`config.mk`:
```
export PLATFORM = sky130hd
export DESIGN_NAME = conv_top
export DESIGN_NICKNAME = d
export VERILOG_FILES = /design/src/hdl/conv_pkg.sv /design/src/hdl/accumulator.sv /design/src/hdl/conv_engine.sv /design/src/hdl/conv_skid_buffer.sv /design/src/hdl/conv_top.sv /design/src/hdl/multiplier.sv /design/src/hdl/n_delay.sv
export VERILOG_INCLUDE_DIRS = /design/src /design/src/include
export SDC_FILE = /design/constraint.sdc
export NUM_CORES = 2
export LEC_CHECK = 0
export BUFFER_PORTS_ARGS = -buffer_cell sky130_fd_sc_hd__buf_2
export CELL_PAD_IN_SITES_DETAIL_PLACEMENT = 1
export CELL_PAD_IN_SITES_GLOBAL_PLACEMENT = 1
export CORE_AREA = 2 2 582 411
export DETAILED_ROUTE_END_ITERATION = 12
export DIE_AREA = 0 0 584 413
export HOLD_SLACK_MARGIN = 0.02
export PLACE_DENSITY_LB_ADDON = 0.1
export SKIP_CTS_REPAIR_TIMING = 1
export SLEW_MARGIN = 20
export SYNTH_ARGS = -nofsm -noshare
export SYNTH_HDL_FRONTEND = slang
export SYNTH_HIERARCHICAL = 1
export SYNTH_SLANG_ARGS = --single-unit
```
`constraint.sdc`:
```
create_clock -name clk -period 45.7 [get_ports clk]
set_clock_uncertainty 0.05 [all_clocks]
set_input_delay 6.855 -clock clk [delete_from_list [all_inputs] [get_ports clk]]
set_output_delay 6.855 -clock clk [all_outputs]
set_load 0.05 [all_outputs]
```
`src/include/conv_consts.svh`:
```
// Convolution engine constants
`ifndef CONV_CONSTS_SVH
`define CONV_CONSTS_SVH

// Lane counts
`define CONV_UNITS              4
`define CONV_MEMBERS            4

// Data widths
`define CONV_WORD_WIDTH         8
`define CONV_WORD_WIDTH_ACC     20

// Pipeline latencies
`define CONV_LATENCY_MULTIPLIER 2

// Kernel geometry
`define CONV_KW_MAX             3
`define CONV_BITS_KW2           1

// Side-band word layout
`define CONV_I_IS_W_FIRST       0
`define CONV_I_IS_CIN_LAST      1
`define CONV_I_KW2              2
`define CONV_USER_WIDTH         3

`endif

```
`src/hdl/conv_pkg.sv`:
```
// Convolution engine types
`default_nettype none
`include "conv_consts.svh"

package conv_pkg;

  // Input operands
  typedef logic signed [`CONV_WORD_WIDTH-1:0] pixel_t;
  typedef logic signed [`CONV_WORD_WIDTH-1:0] weight_t;

  // Full-precision product of one pixel and one weight
  typedef logic signed [2*`CONV_WORD_WIDTH-1:0] product_t;

  // Running sum, wraps on overflow
  typedef logic signed [`CONV_WORD_WIDTH_ACC-1:0] acc_t;

  // Half kernel width, k = 2*kw2 + 1
  typedef logic [`CONV_BITS_KW2-1:0] kw2_t;

  // Side-band flags and kw2
  typedef logic [`CONV_USER_WIDTH-1:0] user_t;

endpackage

`default_nettype wire

```
`src/hdl/accumulator.sv`:
```
// Signed accumulator with load
`timescale 1ns/1ps
`default_nettype none

module accumulator (
  input  wire                 clk,
  input  wire                 rst,
  input  wire                 ce,
  input  wire                 bypass,
  input  wire conv_pkg::acc_t b,
  output conv_pkg::acc_t      q
);

  conv_pkg::acc_t sum;

  // Wraps at the accumulator width
  assign sum = q + b;

  always_ff @(posedge clk) begin
    if (rst) begin
      q <= '0;
    end else if (ce) begin
      if (bypass) begin
        q <= b;    // Start of a new sum
      end else begin
        q <= sum;
      end
    end
  end

endmodule

`default_nettype wire

```
`src/hdl/conv_engine.sv`:
```
// Convolution multiply-accumulate engine
`timescale 1ns/1ps
`default_nettype none
`include "conv_consts.svh"

module conv_engine (
  input  wire                                                     clk,
  input  wire                                                     rst,
  input  wire                                                     s_valid,
  input  wire                                                     s_last,
  input  wire conv_pkg::user_t                                    s_user,
  input  wire conv_pkg::pixel_t  [`CONV_UNITS-1:0]                s_pixels,
  input  wire conv_pkg::weight_t [`CONV_MEMBERS-1:0]              s_weights,
  output logic                                                    s_ready,
  output logic                                                    m_valid,
  output logic                                                    m_last,
  output conv_pkg::acc_t [`CONV_MEMBERS-1:0][`CONV_UNITS-1:0]     m_data
);

  localparam int UNITS   = `CONV_UNITS;
  localparam int MEMBERS = `CONV_MEMBERS;
  localparam int LATENCY = `CONV_LATENCY_MULTIPLIER;
  localparam int KW2_MAX = `CONV_KW_MAX / 2;

  logic               ce_mul;
  logic               stall_sel;
  logic               stall_next;
  logic               mul_valid;
  logic               mul_last;
  logic               mul_fire;
  logic               mul_cin_last;
  conv_pkg::user_t    mul_user;
  conv_pkg::kw2_t     mul_kw2;
  conv_pkg::kw2_t     kw2_sel;
  logic               sum_done;
  logic               bypass;
  logic               ce_acc        [MEMBERS];
  logic               sum_start_lut [KW2_MAX+1][MEMBERS];
  conv_pkg::product_t mul_p         [MEMBERS][UNITS];
  conv_pkg::acc_t     acc_in        [MEMBERS][UNITS];
  conv_pkg::acc_t     acc_q         [MEMBERS][UNITS];

  // Multipliers freeze during the neighbor-add cycle
  assign ce_mul  = !stall_sel;
  assign s_ready = ce_mul;

  n_delay #(
    .N     (LATENCY),
    .WIDTH (`CONV_USER_WIDTH + 2)
  ) mul_ctrl (
    .clk      (clk),
    .rst      (rst),
    .ce       (ce_mul),
    .data_in  ({s_valid, s_last, s_user}),
    .data_out ({mul_valid, mul_last, mul_user})
  );

  assign mul_kw2      = mul_user[`CONV_I_KW2 +: `CONV_BITS_KW2];
  assign mul_cin_last = mul_user[`CONV_I_IS_CIN_LAST];
  assign mul_fire     = mul_valid && !stall_sel;
  assign stall_next   = mul_fire && mul_cin_last && (mul_kw2 != '0);

  // New sum on a first column or after a finished sum
  assign bypass = !stall_sel && (sum_done || mul_user[`CONV_I_IS_W_FIRST]);

  always_ff @(posedge clk) begin
    if (rst) begin
      stall_sel <= 1'b0;
      kw2_sel   <= '0;
      sum_done  <= 1'b1;
      m_valid   <= 1'b0;
      m_last    <= 1'b0;
    end else begin
      stall_sel <= stall_next;
      m_valid   <= stall_sel || (mul_fire && mul_cin_last && (mul_kw2 == '0));
      if (stall_next) kw2_sel <= mul_kw2;  // Kernel of the sum being shifted
      if (mul_fire) begin
        sum_done <= mul_cin_last;
        if (mul_cin_last) m_last <= mul_last;
      end
    end
  end

  for (genvar m = 0; m < MEMBERS; m++) begin : g_member
    // Members that open a kernel window keep their own sum
    for (genvar k2 = 0; k2 <= KW2_MAX; k2++) begin : g_kw2
      assign sum_start_lut[k2][m] = (m % (2 * k2 + 1)) == 0;
    end

    assign ce_acc[m] = stall_sel ? !sum_start_lut[kw2_sel][m] : mul_valid;

    for (genvar u = 0; u < UNITS; u++) begin : g_unit
      multiplier #(
        .LATENCY (LATENCY)
      ) mul (
        .clk (clk),
        .ce  (ce_mul),
        .a   (s_pixels[u]),
        .b   (s_weights[m]),
        .p   (mul_p[m][u])
      );

      if (m == 0) begin : g_edge
        assign acc_in[m][u] = stall_sel ? '0 : conv_pkg::acc_t'(mul_p[m][u]);
      end else begin : g_inner
        assign acc_in[m][u] = stall_sel ? acc_q[m-1][u]  // Left neighbor, pre-shift
                                        : conv_pkg::acc_t'(mul_p[m][u]);
      end

      accumulator acc (
        .clk    (clk),
        .rst    (rst),
        .ce     (ce_acc[m]),
        .bypass (bypass),
        .b      (acc_in[m][u]),
        .q      (acc_q[m][u])
      );
    end
  end

  always_comb begin
    for (int m = 0; m < MEMBERS; m++) begin
      for (int u = 0; u < UNITS; u++) begin
        m_data[m][u] = acc_q[m][u];
      end
    end
  end

endmodule

`default_nettype wire

```
`src/hdl/conv_skid_buffer.sv`:
```
// Input skid buffer
`timescale 1ns/1ps
`default_nettype none
`include "conv_consts.svh"

module conv_skid_buffer (
  input  wire                                        clk,
  input  wire                                        rst,
  input  wire                                        s_valid,
  input  wire                                        s_last,
  input  wire conv_pkg::user_t                       s_user,
  input  wire conv_pkg::pixel_t  [`CONV_UNITS-1:0]   s_pixels,
  input  wire conv_pkg::weight_t [`CONV_MEMBERS-1:0] s_weights,
  output logic                                       s_ready,
  output logic                                       m_valid,
  output logic                                       m_last,
  output conv_pkg::user_t                            m_user,
  output conv_pkg::pixel_t  [`CONV_UNITS-1:0]        m_pixels,
  output conv_pkg::weight_t [`CONV_MEMBERS-1:0]      m_weights,
  input  wire                                        m_ready
);

  logic                                  skid_last;
  conv_pkg::user_t                       skid_user;
  conv_pkg::pixel_t  [`CONV_UNITS-1:0]   skid_pixels;
  conv_pkg::weight_t [`CONV_MEMBERS-1:0] skid_weights;

  // s_ready low means the skid entry is occupied
  always_ff @(posedge clk) begin
    if (rst) begin
      s_ready <= 1'b1;
    end else if (!s_ready) begin
      if (m_ready) s_ready <= 1'b1;  // Entry drains downstream
    end else if (s_valid && !m_ready) begin
      s_ready <= 1'b0;               // Beat caught during a stall
    end
  end

  always_ff @(posedge clk) begin
    if (s_ready) begin
      skid_last    <= s_last;
      skid_user    <= s_user;
      skid_pixels  <= s_pixels;
      skid_weights <= s_weights;
    end
  end

  // Pass through when empty
  assign m_valid   = !s_ready || s_valid;
  assign m_last    = s_ready ? s_last    : skid_last;
  assign m_user    = s_ready ? s_user    : skid_user;
  assign m_pixels  = s_ready ? s_pixels  : skid_pixels;
  assign m_weights = s_ready ? s_weights : skid_weights;

endmodule

`default_nettype wire

```
`src/hdl/conv_top.sv`:
```
// Convolution engine top level
`timescale 1ns/1ps
`default_nettype none
`include "conv_consts.svh"

module conv_top (
  input  wire                                                 clk,
  input  wire                                                 rst,
  input  wire                                                 s_valid,
  input  wire                                                 s_last,
  input  wire conv_pkg::user_t                                s_user,
  input  wire conv_pkg::pixel_t  [`CONV_UNITS-1:0]            s_pixels,
  input  wire conv_pkg::weight_t [`CONV_MEMBERS-1:0]          s_weights,
  output logic                                                s_ready,
  output logic                                                m_valid,
  output logic                                                m_last,
  output conv_pkg::acc_t [`CONV_MEMBERS-1:0][`CONV_UNITS-1:0] m_data
);

  // Skid buffer to engine
  logic                                  e_valid;
  logic                                  e_last;
  conv_pkg::user_t                       e_user;
  conv_pkg::pixel_t  [`CONV_UNITS-1:0]   e_pixels;
  conv_pkg::weight_t [`CONV_MEMBERS-1:0] e_weights;
  logic                                  e_ready;

  conv_skid_buffer skid (
    .clk       (clk),
    .rst       (rst),
    .s_valid   (s_valid),
    .s_last    (s_last),
    .s_user    (s_user),
    .s_pixels  (s_pixels),
    .s_weights (s_weights),
    .s_ready   (s_ready),
    .m_valid   (e_valid),
    .m_last    (e_last),
    .m_user    (e_user),
    .m_pixels  (e_pixels),
    .m_weights (e_weights),
    .m_ready   (e_ready)
  );

  conv_engine engine (
    .clk       (clk),
    .rst       (rst),
    .s_valid   (e_valid),
    .s_last    (e_last),
    .s_user    (e_user),
    .s_pixels  (e_pixels),
    .s_weights (e_weights),
    .s_ready   (e_ready),
    .m_valid   (m_valid),
    .m_last    (m_last),
    .m_data    (m_data)
  );

endmodule

`default_nettype wire

```
`src/hdl/multiplier.sv`:
```
// Pipelined signed multiplier
`timescale 1ns/1ps
`default_nettype none
`include "conv_consts.svh"

module multiplier #(
  parameter int LATENCY = `CONV_LATENCY_MULTIPLIER
) (
  input  wire                clk,
  input  wire                ce,
  input  wire conv_pkg::pixel_t  a,
  input  wire conv_pkg::weight_t b,
  output conv_pkg::product_t     p
);

  conv_pkg::product_t pipe [LATENCY];

  always_ff @(posedge clk) begin
    if (ce) begin
      pipe[0] <= a * b;  // Both operands signed
      for (int i = 1; i < LATENCY; i++) begin
        pipe[i] <= pipe[i-1];
      end
    end
  end

  assign p = pipe[LATENCY-1];

endmodule

`default_nettype wire

```
`src/hdl/n_delay.sv`:
```
// Clock-enabled delay line
`timescale 1ns/1ps
`default_nettype none

module n_delay #(
  parameter int N     = 2,
  parameter int WIDTH = 1
) (
  input  wire              clk,
  input  wire              rst,
  input  wire              ce,
  input  wire  [WIDTH-1:0] data_in,
  output logic [WIDTH-1:0] data_out
);

  logic [WIDTH-1:0] stages [N];

  always_ff @(posedge clk) begin
    if (rst) begin
      for (int i = 0; i < N; i++) begin
        stages[i] <= '0;
      end
    end else if (ce) begin
      stages[0] <= data_in;
      for (int i = 1; i < N; i++) begin
        stages[i] <= stages[i-1];
      end
    end
  end

  assign data_out = stages[N-1];

endmodule

`default_nettype wire

```
; ---- Yosys cells after proc, flatten, opt, wreduce, memory -nomap -nowiden
; Memories as Yosys holds them, arrays and structs flattened.
; Cells that the tools add are included.
[op_classes]
add_sub_neg = 16
mul = 16
div = 0
magnitude_cmp = 1
n_eq_ne = 0
shifts = 0
muxes = 52
n_bitwise = 4
reduce_logical = 16
[op_table]
columns = cell, count
row1 = $mux W20, 32
row2 = $add A20 B20 Y20, 16
row3 = $mul A8 B8 Y16, 16
row4 = $mux W32, 2
row5 = $mux W1, 12
row6 = $mux W5, 2
row7 = $mux W4, 2
row8 = $logic_and A1 B1 Y1, 6
row9 = $logic_not A1 Y1, 6
row10 = $mux W3, 2
row11 = $logic_or A1 B1 Y1, 3
row12 = $ge A2 B2 Y1 const B, 1
row13 = $not A1 Y2, 1
row14 = $or A1 B1 Y1, 2
row15 = $reduce_and A2 Y1, 1
row16 = $not A1 Y1, 1
[totals]
regBits = 394
latchBits = 0
ramBits = 522
mem_bits_ro = 0
input_bits = 71
wordCells = 154
mem_count = 17
[mem_list]
columns = name, depth, word_bits, read_ports, rd_clocked_by_memory_dff, wr, line_no
row1 = engine.g_member[0].g_unit[0].mul.pipe, 2, 16, 2, 0, 2, multiplier.sv:16  ; conv_pkg::product_t pipe [LATENCY];
row2 = engine.g_member[0].g_unit[1].mul.pipe, 2, 16, 2, 0, 2, multiplier.sv:16
row3 = engine.g_member[0].g_unit[2].mul.pipe, 2, 16, 2, 0, 2, multiplier.sv:16
row4 = engine.g_member[0].g_unit[3].mul.pipe, 2, 16, 2, 0, 2, multiplier.sv:16
row5 = engine.g_member[1].g_unit[0].mul.pipe, 2, 16, 2, 0, 2, multiplier.sv:16
row6 = engine.g_member[1].g_unit[1].mul.pipe, 2, 16, 2, 0, 2, multiplier.sv:16
row7 = +11 memories, n/a, n/a, n/a, n/a, n/a, n/a

; ---- Depth between registers and ports, before layout
[logic_depth]
ltp_word = 6
mapped_depth = 21

; ---- By module
; The synthesis kept the hierarchy.
[by_module_without_submodules]
columns = module, n_inst, cells_per_inst, area_each_um2, seq_area_each_um2
row1 = multiplier at engine.g_member[0].g_unit[0].mul ..., 10, 332, 3593.4, 960.9
row2 = accumulator at engine.g_member[0].g_unit[0].acc ..., 15, 237, 1878.1, 400.4
row3 = multiplier at engine.g_member[2].g_unit[2].mul ..., 5, 332, 3592.2, 960.9
row4 = multiplier at engine.g_member[3].g_unit[3].mul, 1, 328, 3588.4, 960.9
row5 = conv_engine, 1, 434, 3482.1, 100.1
row6 = conv_skid_buffer, 1, 148, 2260.9, 1381.3
row7 = accumulator at engine.g_member[1].g_unit[0].acc, 1, 246, 1939.4, 400.4
row8 = n_delay, 1, 28, 450.4, 300.3

; ---- Worst setup path after synthesis
; Ideal clock, no wire load.
[synth_timing]
path_kind = register -> register
startpoint = reg engine.stall_sel
endpoint = reg engine.g_member[1].g_unit[0].acc.q[10]
setup_ns = 0.125
arrival_time_ns = 14.430
t_required_ns = 45.525
slack_ns = 31.094
stages_incl_launch_ff = 13
n_path_buf = 4
period_less_slack_ns = 14.606
path_cell_list = dfxtp_1 > buf_6 > buf_12 > buf_4 > inv_1 > o21ai_0 > buf_2 > inv_2 > nor2_1 > nand2_1 > nor2_1 > a311oi_1 > nand3_1
[synth_via]
elab_chain_cells = 3
[synth_rtl]
columns = element, line_no
row1 = from (decl), conv_engine.sv:26  ; logic stall_sel;
row2 = from (signal assigned), conv_engine.sv:74  ; stall_sel <= stall_next;
row3 = $mux W20 / $logic_not A1 Y1 (equally long branches), "conv_engine.sv:106, conv_engine.sv:64"
row4 = $add A20 B20 Y20 / $logic_and A1 B1 Y1 (equally long branches), "accumulator.sv:17, conv_engine.sv:64"
row5 = $mux W20, accumulator.sv:23  ; if (bypass) begin
row6 = to (signal assigned), accumulator.sv:26  ; q <= sum;
row7 = to (decl), accumulator.sv:11  ; output conv_pkg::acc_t q
; Several ways; a longest one is shown, not always the timed one.
; A chain may end at the register's enable or synchronous reset.

==> results.ini <==
[logic_synthesis]
dominantRegCellSynth=edfxtp_1
synth-seq-cells=916
yosys_warnings=6
synth_top_area_cell=fa_1
netlist_area_mm2=0.0938
synth_cells=9719
synth.top_cell.area_share_pct=19.1
ys_seq_area_share_pct=25.1
synth_area_per_cell_um2=9.65
synth_edf_count=522
syn_nets=11500
yosysUniqueCellTypes=84
async_reset_ff_share_pct=0
synth_area_leaders=fa_1 19%, edfxtp_1 17%, ha_1 10%

[global_route]
grt_pass1_wl_um=451000
grt_max_degree=137
grt_pass1_vias=74100
antenna_found_initial=26
track_usage_pct=24.0
overflow=0

[hold_path]
whs_path_depth=0
hold_path.class=reg2reg

[sta]
drv_slew=0
worst_slack_ns=34.27
relSlewSlack_pct=23.9
period_needed_ns=11.43
fin_setup_tns_ns=0
fmaxAchievable_mhz=87.5
grt_setup_unrepaired=false
finalSetupViolCount=0
hold_violations=0
tightest_slew_ns=1.14
period_share_pct=25.0

[cts]
cts_buffer_depth=3
clock-sinks=916
htreeDepth=3
clockRootBuffer=clkbuf_16
clk_pin_slew_ns=0.07
worstSkewPairLatency_ns=0.76
cts_tree=built
numCtsBuffers=109

[placement]
port_buffers=393
hpwl_um=218000
place_congestion=0.852
dpl_worst_slack_ns=33.50

[critical_path]
reg2reg_slack_ns=39.26
crit_arrival_ns=11.86
crit_chain=buf_2 -> mux2_2 -> nand2_1 -> fa_1 -> inv_1 -> fa_1 -> inv_1 -> fa_1 -> inv_1 -> fa_1 -> ha_1 -> inv_1 -> and3_1 -> and3_1 -> or4_1
startpoint=s_weights[26]
crit_slowest_cell=mux2_2
slowest_delay_ns=0.80
ff2ff_path_depth=13
r2r_end=engine/g_member[0].g_unit[2].mul/pipe[0][15]
endpoint=engine/g_member[3].g_unit[3].mul/pipe[0][14]
required_ns=46.13
critical_path.startpoint_type=input port
crit_fanout=34
end_kind=flop
r2r-start=skid/s_ready
critical_path_class=in2reg

[run]
max-cap-violations=0

[power_and_ir_drop]
clkPwrFrac_pct=17.0
pwr-share-comb_pct=57.7
power_density_mw_per_mm2=54.0
vdd_drop_max_uv=34.8
sw_frac_of_total_pct=44.5
p_leak_nw=45.5
p_sw_mw=2.42
p_seq_share_pct=25.3
p_int_mw=3.01

[floorplanning]
die_area_mm2=0.241
rows=150
start_util_pct=39.7
ios=394
fp.dieH_um=413
fp.dieW_um=584
design.core.area_mm2=0.236

[drt]
routed_via_density=5.37
wl_per_cell_um=22.4
drc=0
ant_nets=0
drt_pass1_iterations=6
drt-initial-drc-count=3971
vias=69900
wirelength_um=291000

[outcome]
status=complete, no violations

[layout]
nets=11500
syn_to_final_growth_pct=7.08
layout-drive-gt1-share_pct=11.3

==> area by class of cell <==
type / instances / area [um2]
fillers: 26800 / 136000
multi-input cells: 6904 / 61500
flip-flops and latches: 916 / 23600
inverters: 1400 / 5270
well taps: 3116 / 3900
clock buffers: 133 / 2940
repair buffers: 455 / 2480
clock inverters: 73 / 778
diodes: 9 / 22.5
==> cell usage after synthesis (30+ instances only) <==
| cell | count |
|---|---|
| o211a_1 | 76 |
| o21ai_1 | 36 |
| nand4b_1 | 46 |
| o21ai_2 | 34 |
| o221ai_1 | 33 |
| xor2_1 | 158 |
| nand3b_1 | 32 |
| o21ai_0 | 243 |
| clkbuf_1 | 101 |
| ha_1 | 768 |
| nand2b_1 | 95 |
| a211o_1 | 32 |
| o21a_1 | 77 |
| or4_1 | 34 |
| nand3_1 | 111 |
| buf_4 | 268 |
| nor4b_1 | 32 |
| a21o_1 | 118 |
| mux2i_1 | 48 |
| o211ai_1 | 184 |
| a21oi_1 | 429 |
| buf_6 | 51 |
| and2_1 | 690 |
| nor3b_1 | 30 |
| and3_1 | 66 |
| nor2b_1 | 205 |
| o21bai_1 | 33 |
| nand2_1 | 789 |
| nor2_1 | 438 |
| a211oi_1 | 79 |
| xnor2_1 | 260 |
| inv_1 | 1384 |
| edfxtp_1 | 522 |
| mux2_2 | 253 |
| a31oi_1 | 49 |
| o22ai_1 | 35 |
| nor3_1 | 65 |
| o31ai_1 | 31 |
| nand4_1 | 63 |
| dfxtp_1 | 394 |
| fa_1 | 896 |
| a21oi_2 | 78 |
==> cells by family (layout without fill, tap and decap cells) <==
kind of cell | after synthesis | in the layout | synth area share, %
xor+xnor | 418 | 418 | 3.90
fa+ha+maj | 1664 | 1664 | 29.4
buf+inv | 1899 | 2061 | 9.36
other cells | 0 | 9 | 0
mux | 312 | 312 | 3.72
flops | 916 | 916 | 25.1
compound gates | 1750 | 1750 | 13.0
simple gates | 2760 | 2760 | 15.5
==> registers in the layout, summed over array words and instances, names as in the netlist <==
register	flops
engine/kw2_sel	1
skid/skid_pixels	32
skid/skid_last	1
skid/skid_weights	32
engine/m_valid	1
engine/g_member.g_unit.mul/pipe	512
engine/mul_ctrl/stages	10
engine/m_last	1
skid/s_ready	1
engine/stall_sel	1
engine/g_member.g_unit.acc/q	320
engine/sum_done	1
skid/skid_user	3
==> placed cells by master (no fill, tap or decap), drive strengths merged, types with 63 or more instances in the layout <==
cell | netlist | routed
fa | 896 | 896
a21oi | 507 | 507
a211oi | 81 | 81
xor2 | 158 | 158
a21o | 129 | 129
nand3 | 111 | 111
o211a | 76 | 76
o21ai | 313 | 313
o211ai | 184 | 184
nor2 | 438 | 438
and3 | 66 | 66
and2 | 690 | 690
ha | 768 | 768
nand2 | 789 | 789
nand4 | 63 | 63
nand2b | 95 | 95
xnor2 | 260 | 260
clkbuf | 135 | 133
buf | 364 | 455
nor3 | 67 | 67
o21a | 77 | 77
nor2b | 205 | 205
edfxtp | 522 | 522
mux2 | 264 | 264
dfxtp | 394 | 394
inv | 1385 | 1396
==> power groups by stage <==
stage	Sequential, mW	Clock (mW)	Combinational [mW]
finish	1.37	0.925	3.13
global route	1.39	0.985	3.53
CTS	1.38	0.958	3.15
detailed placement	1.39	0	3.12
global placement	1.39	0	3.03
floorplan	1.37	0	2.46
==> critical path: cells and delay by family <==
family / cells / cell delay [ns]
simple gates: 4 / 1.18
buf+inv: 5 / 0.40
mux: 1 / 0.80
fa+ha+maj: 5 / 2.56
==> through the flow <==
stage	utilization (%)	instance area, um2	std cells	hold WS (ns)	power [mW]
floorplan	-	93800	9719	0.350	3.83
global placement	40.9	96700	12800	0.351	4.41
detailed placement	40.9	96700	12800	0.355	4.51
CTS	42.5	100000	13000	0.339	5.48
global route	42.5	100000	13000	0.355	5.91
finish	42.5	100000	13000	0.345	5.43
==> worst min path at each step <==
| stage | from | to |
|---|---|---|
| global placement | engine/g_member[2].g_unit[0].mul/pipe[0][3] | engine/g_member[2].g_unit[0].mul/pipe[0][19] |
| CTS | engine/g_member[0].g_unit[3].mul/pipe[0][14] | engine/g_member[0].g_unit[3].mul/pipe[0][30] |
| global route | engine/g_member[0].g_unit[1].mul/pipe[0][4] | engine/g_member[0].g_unit[1].mul/pipe[0][20] |
| detailed placement | engine/g_member[1].g_unit[1].mul/pipe[0][11] | engine/g_member[1].g_unit[1].mul/pipe[0][27] |
| floorplan | engine/g_member[0].g_unit[0].mul/pipe[0][0] | engine/g_member[0].g_unit[0].mul/pipe[0][16] |
| finish | engine/g_member[0].g_unit[2].mul/pipe[0][3] | engine/g_member[0].g_unit[2].mul/pipe[0][19] |
==> per-layer routing <==
layer / routed length [um] / up-vias / global-route usage (%) / share of wire [%]
met4: 6140 / 4 / 5.00 / 2.1
met5: 26 / - / 0 / 0.0089
li1: - / 32700 / - / -
met3: 12100 / 280 / 3.20 / 4.2
met1: 142000 / 35800 / 34.6 / 49
met2: 131000 / 1137 / 38.4 / 45
Power figures use the tool's default switching activity.
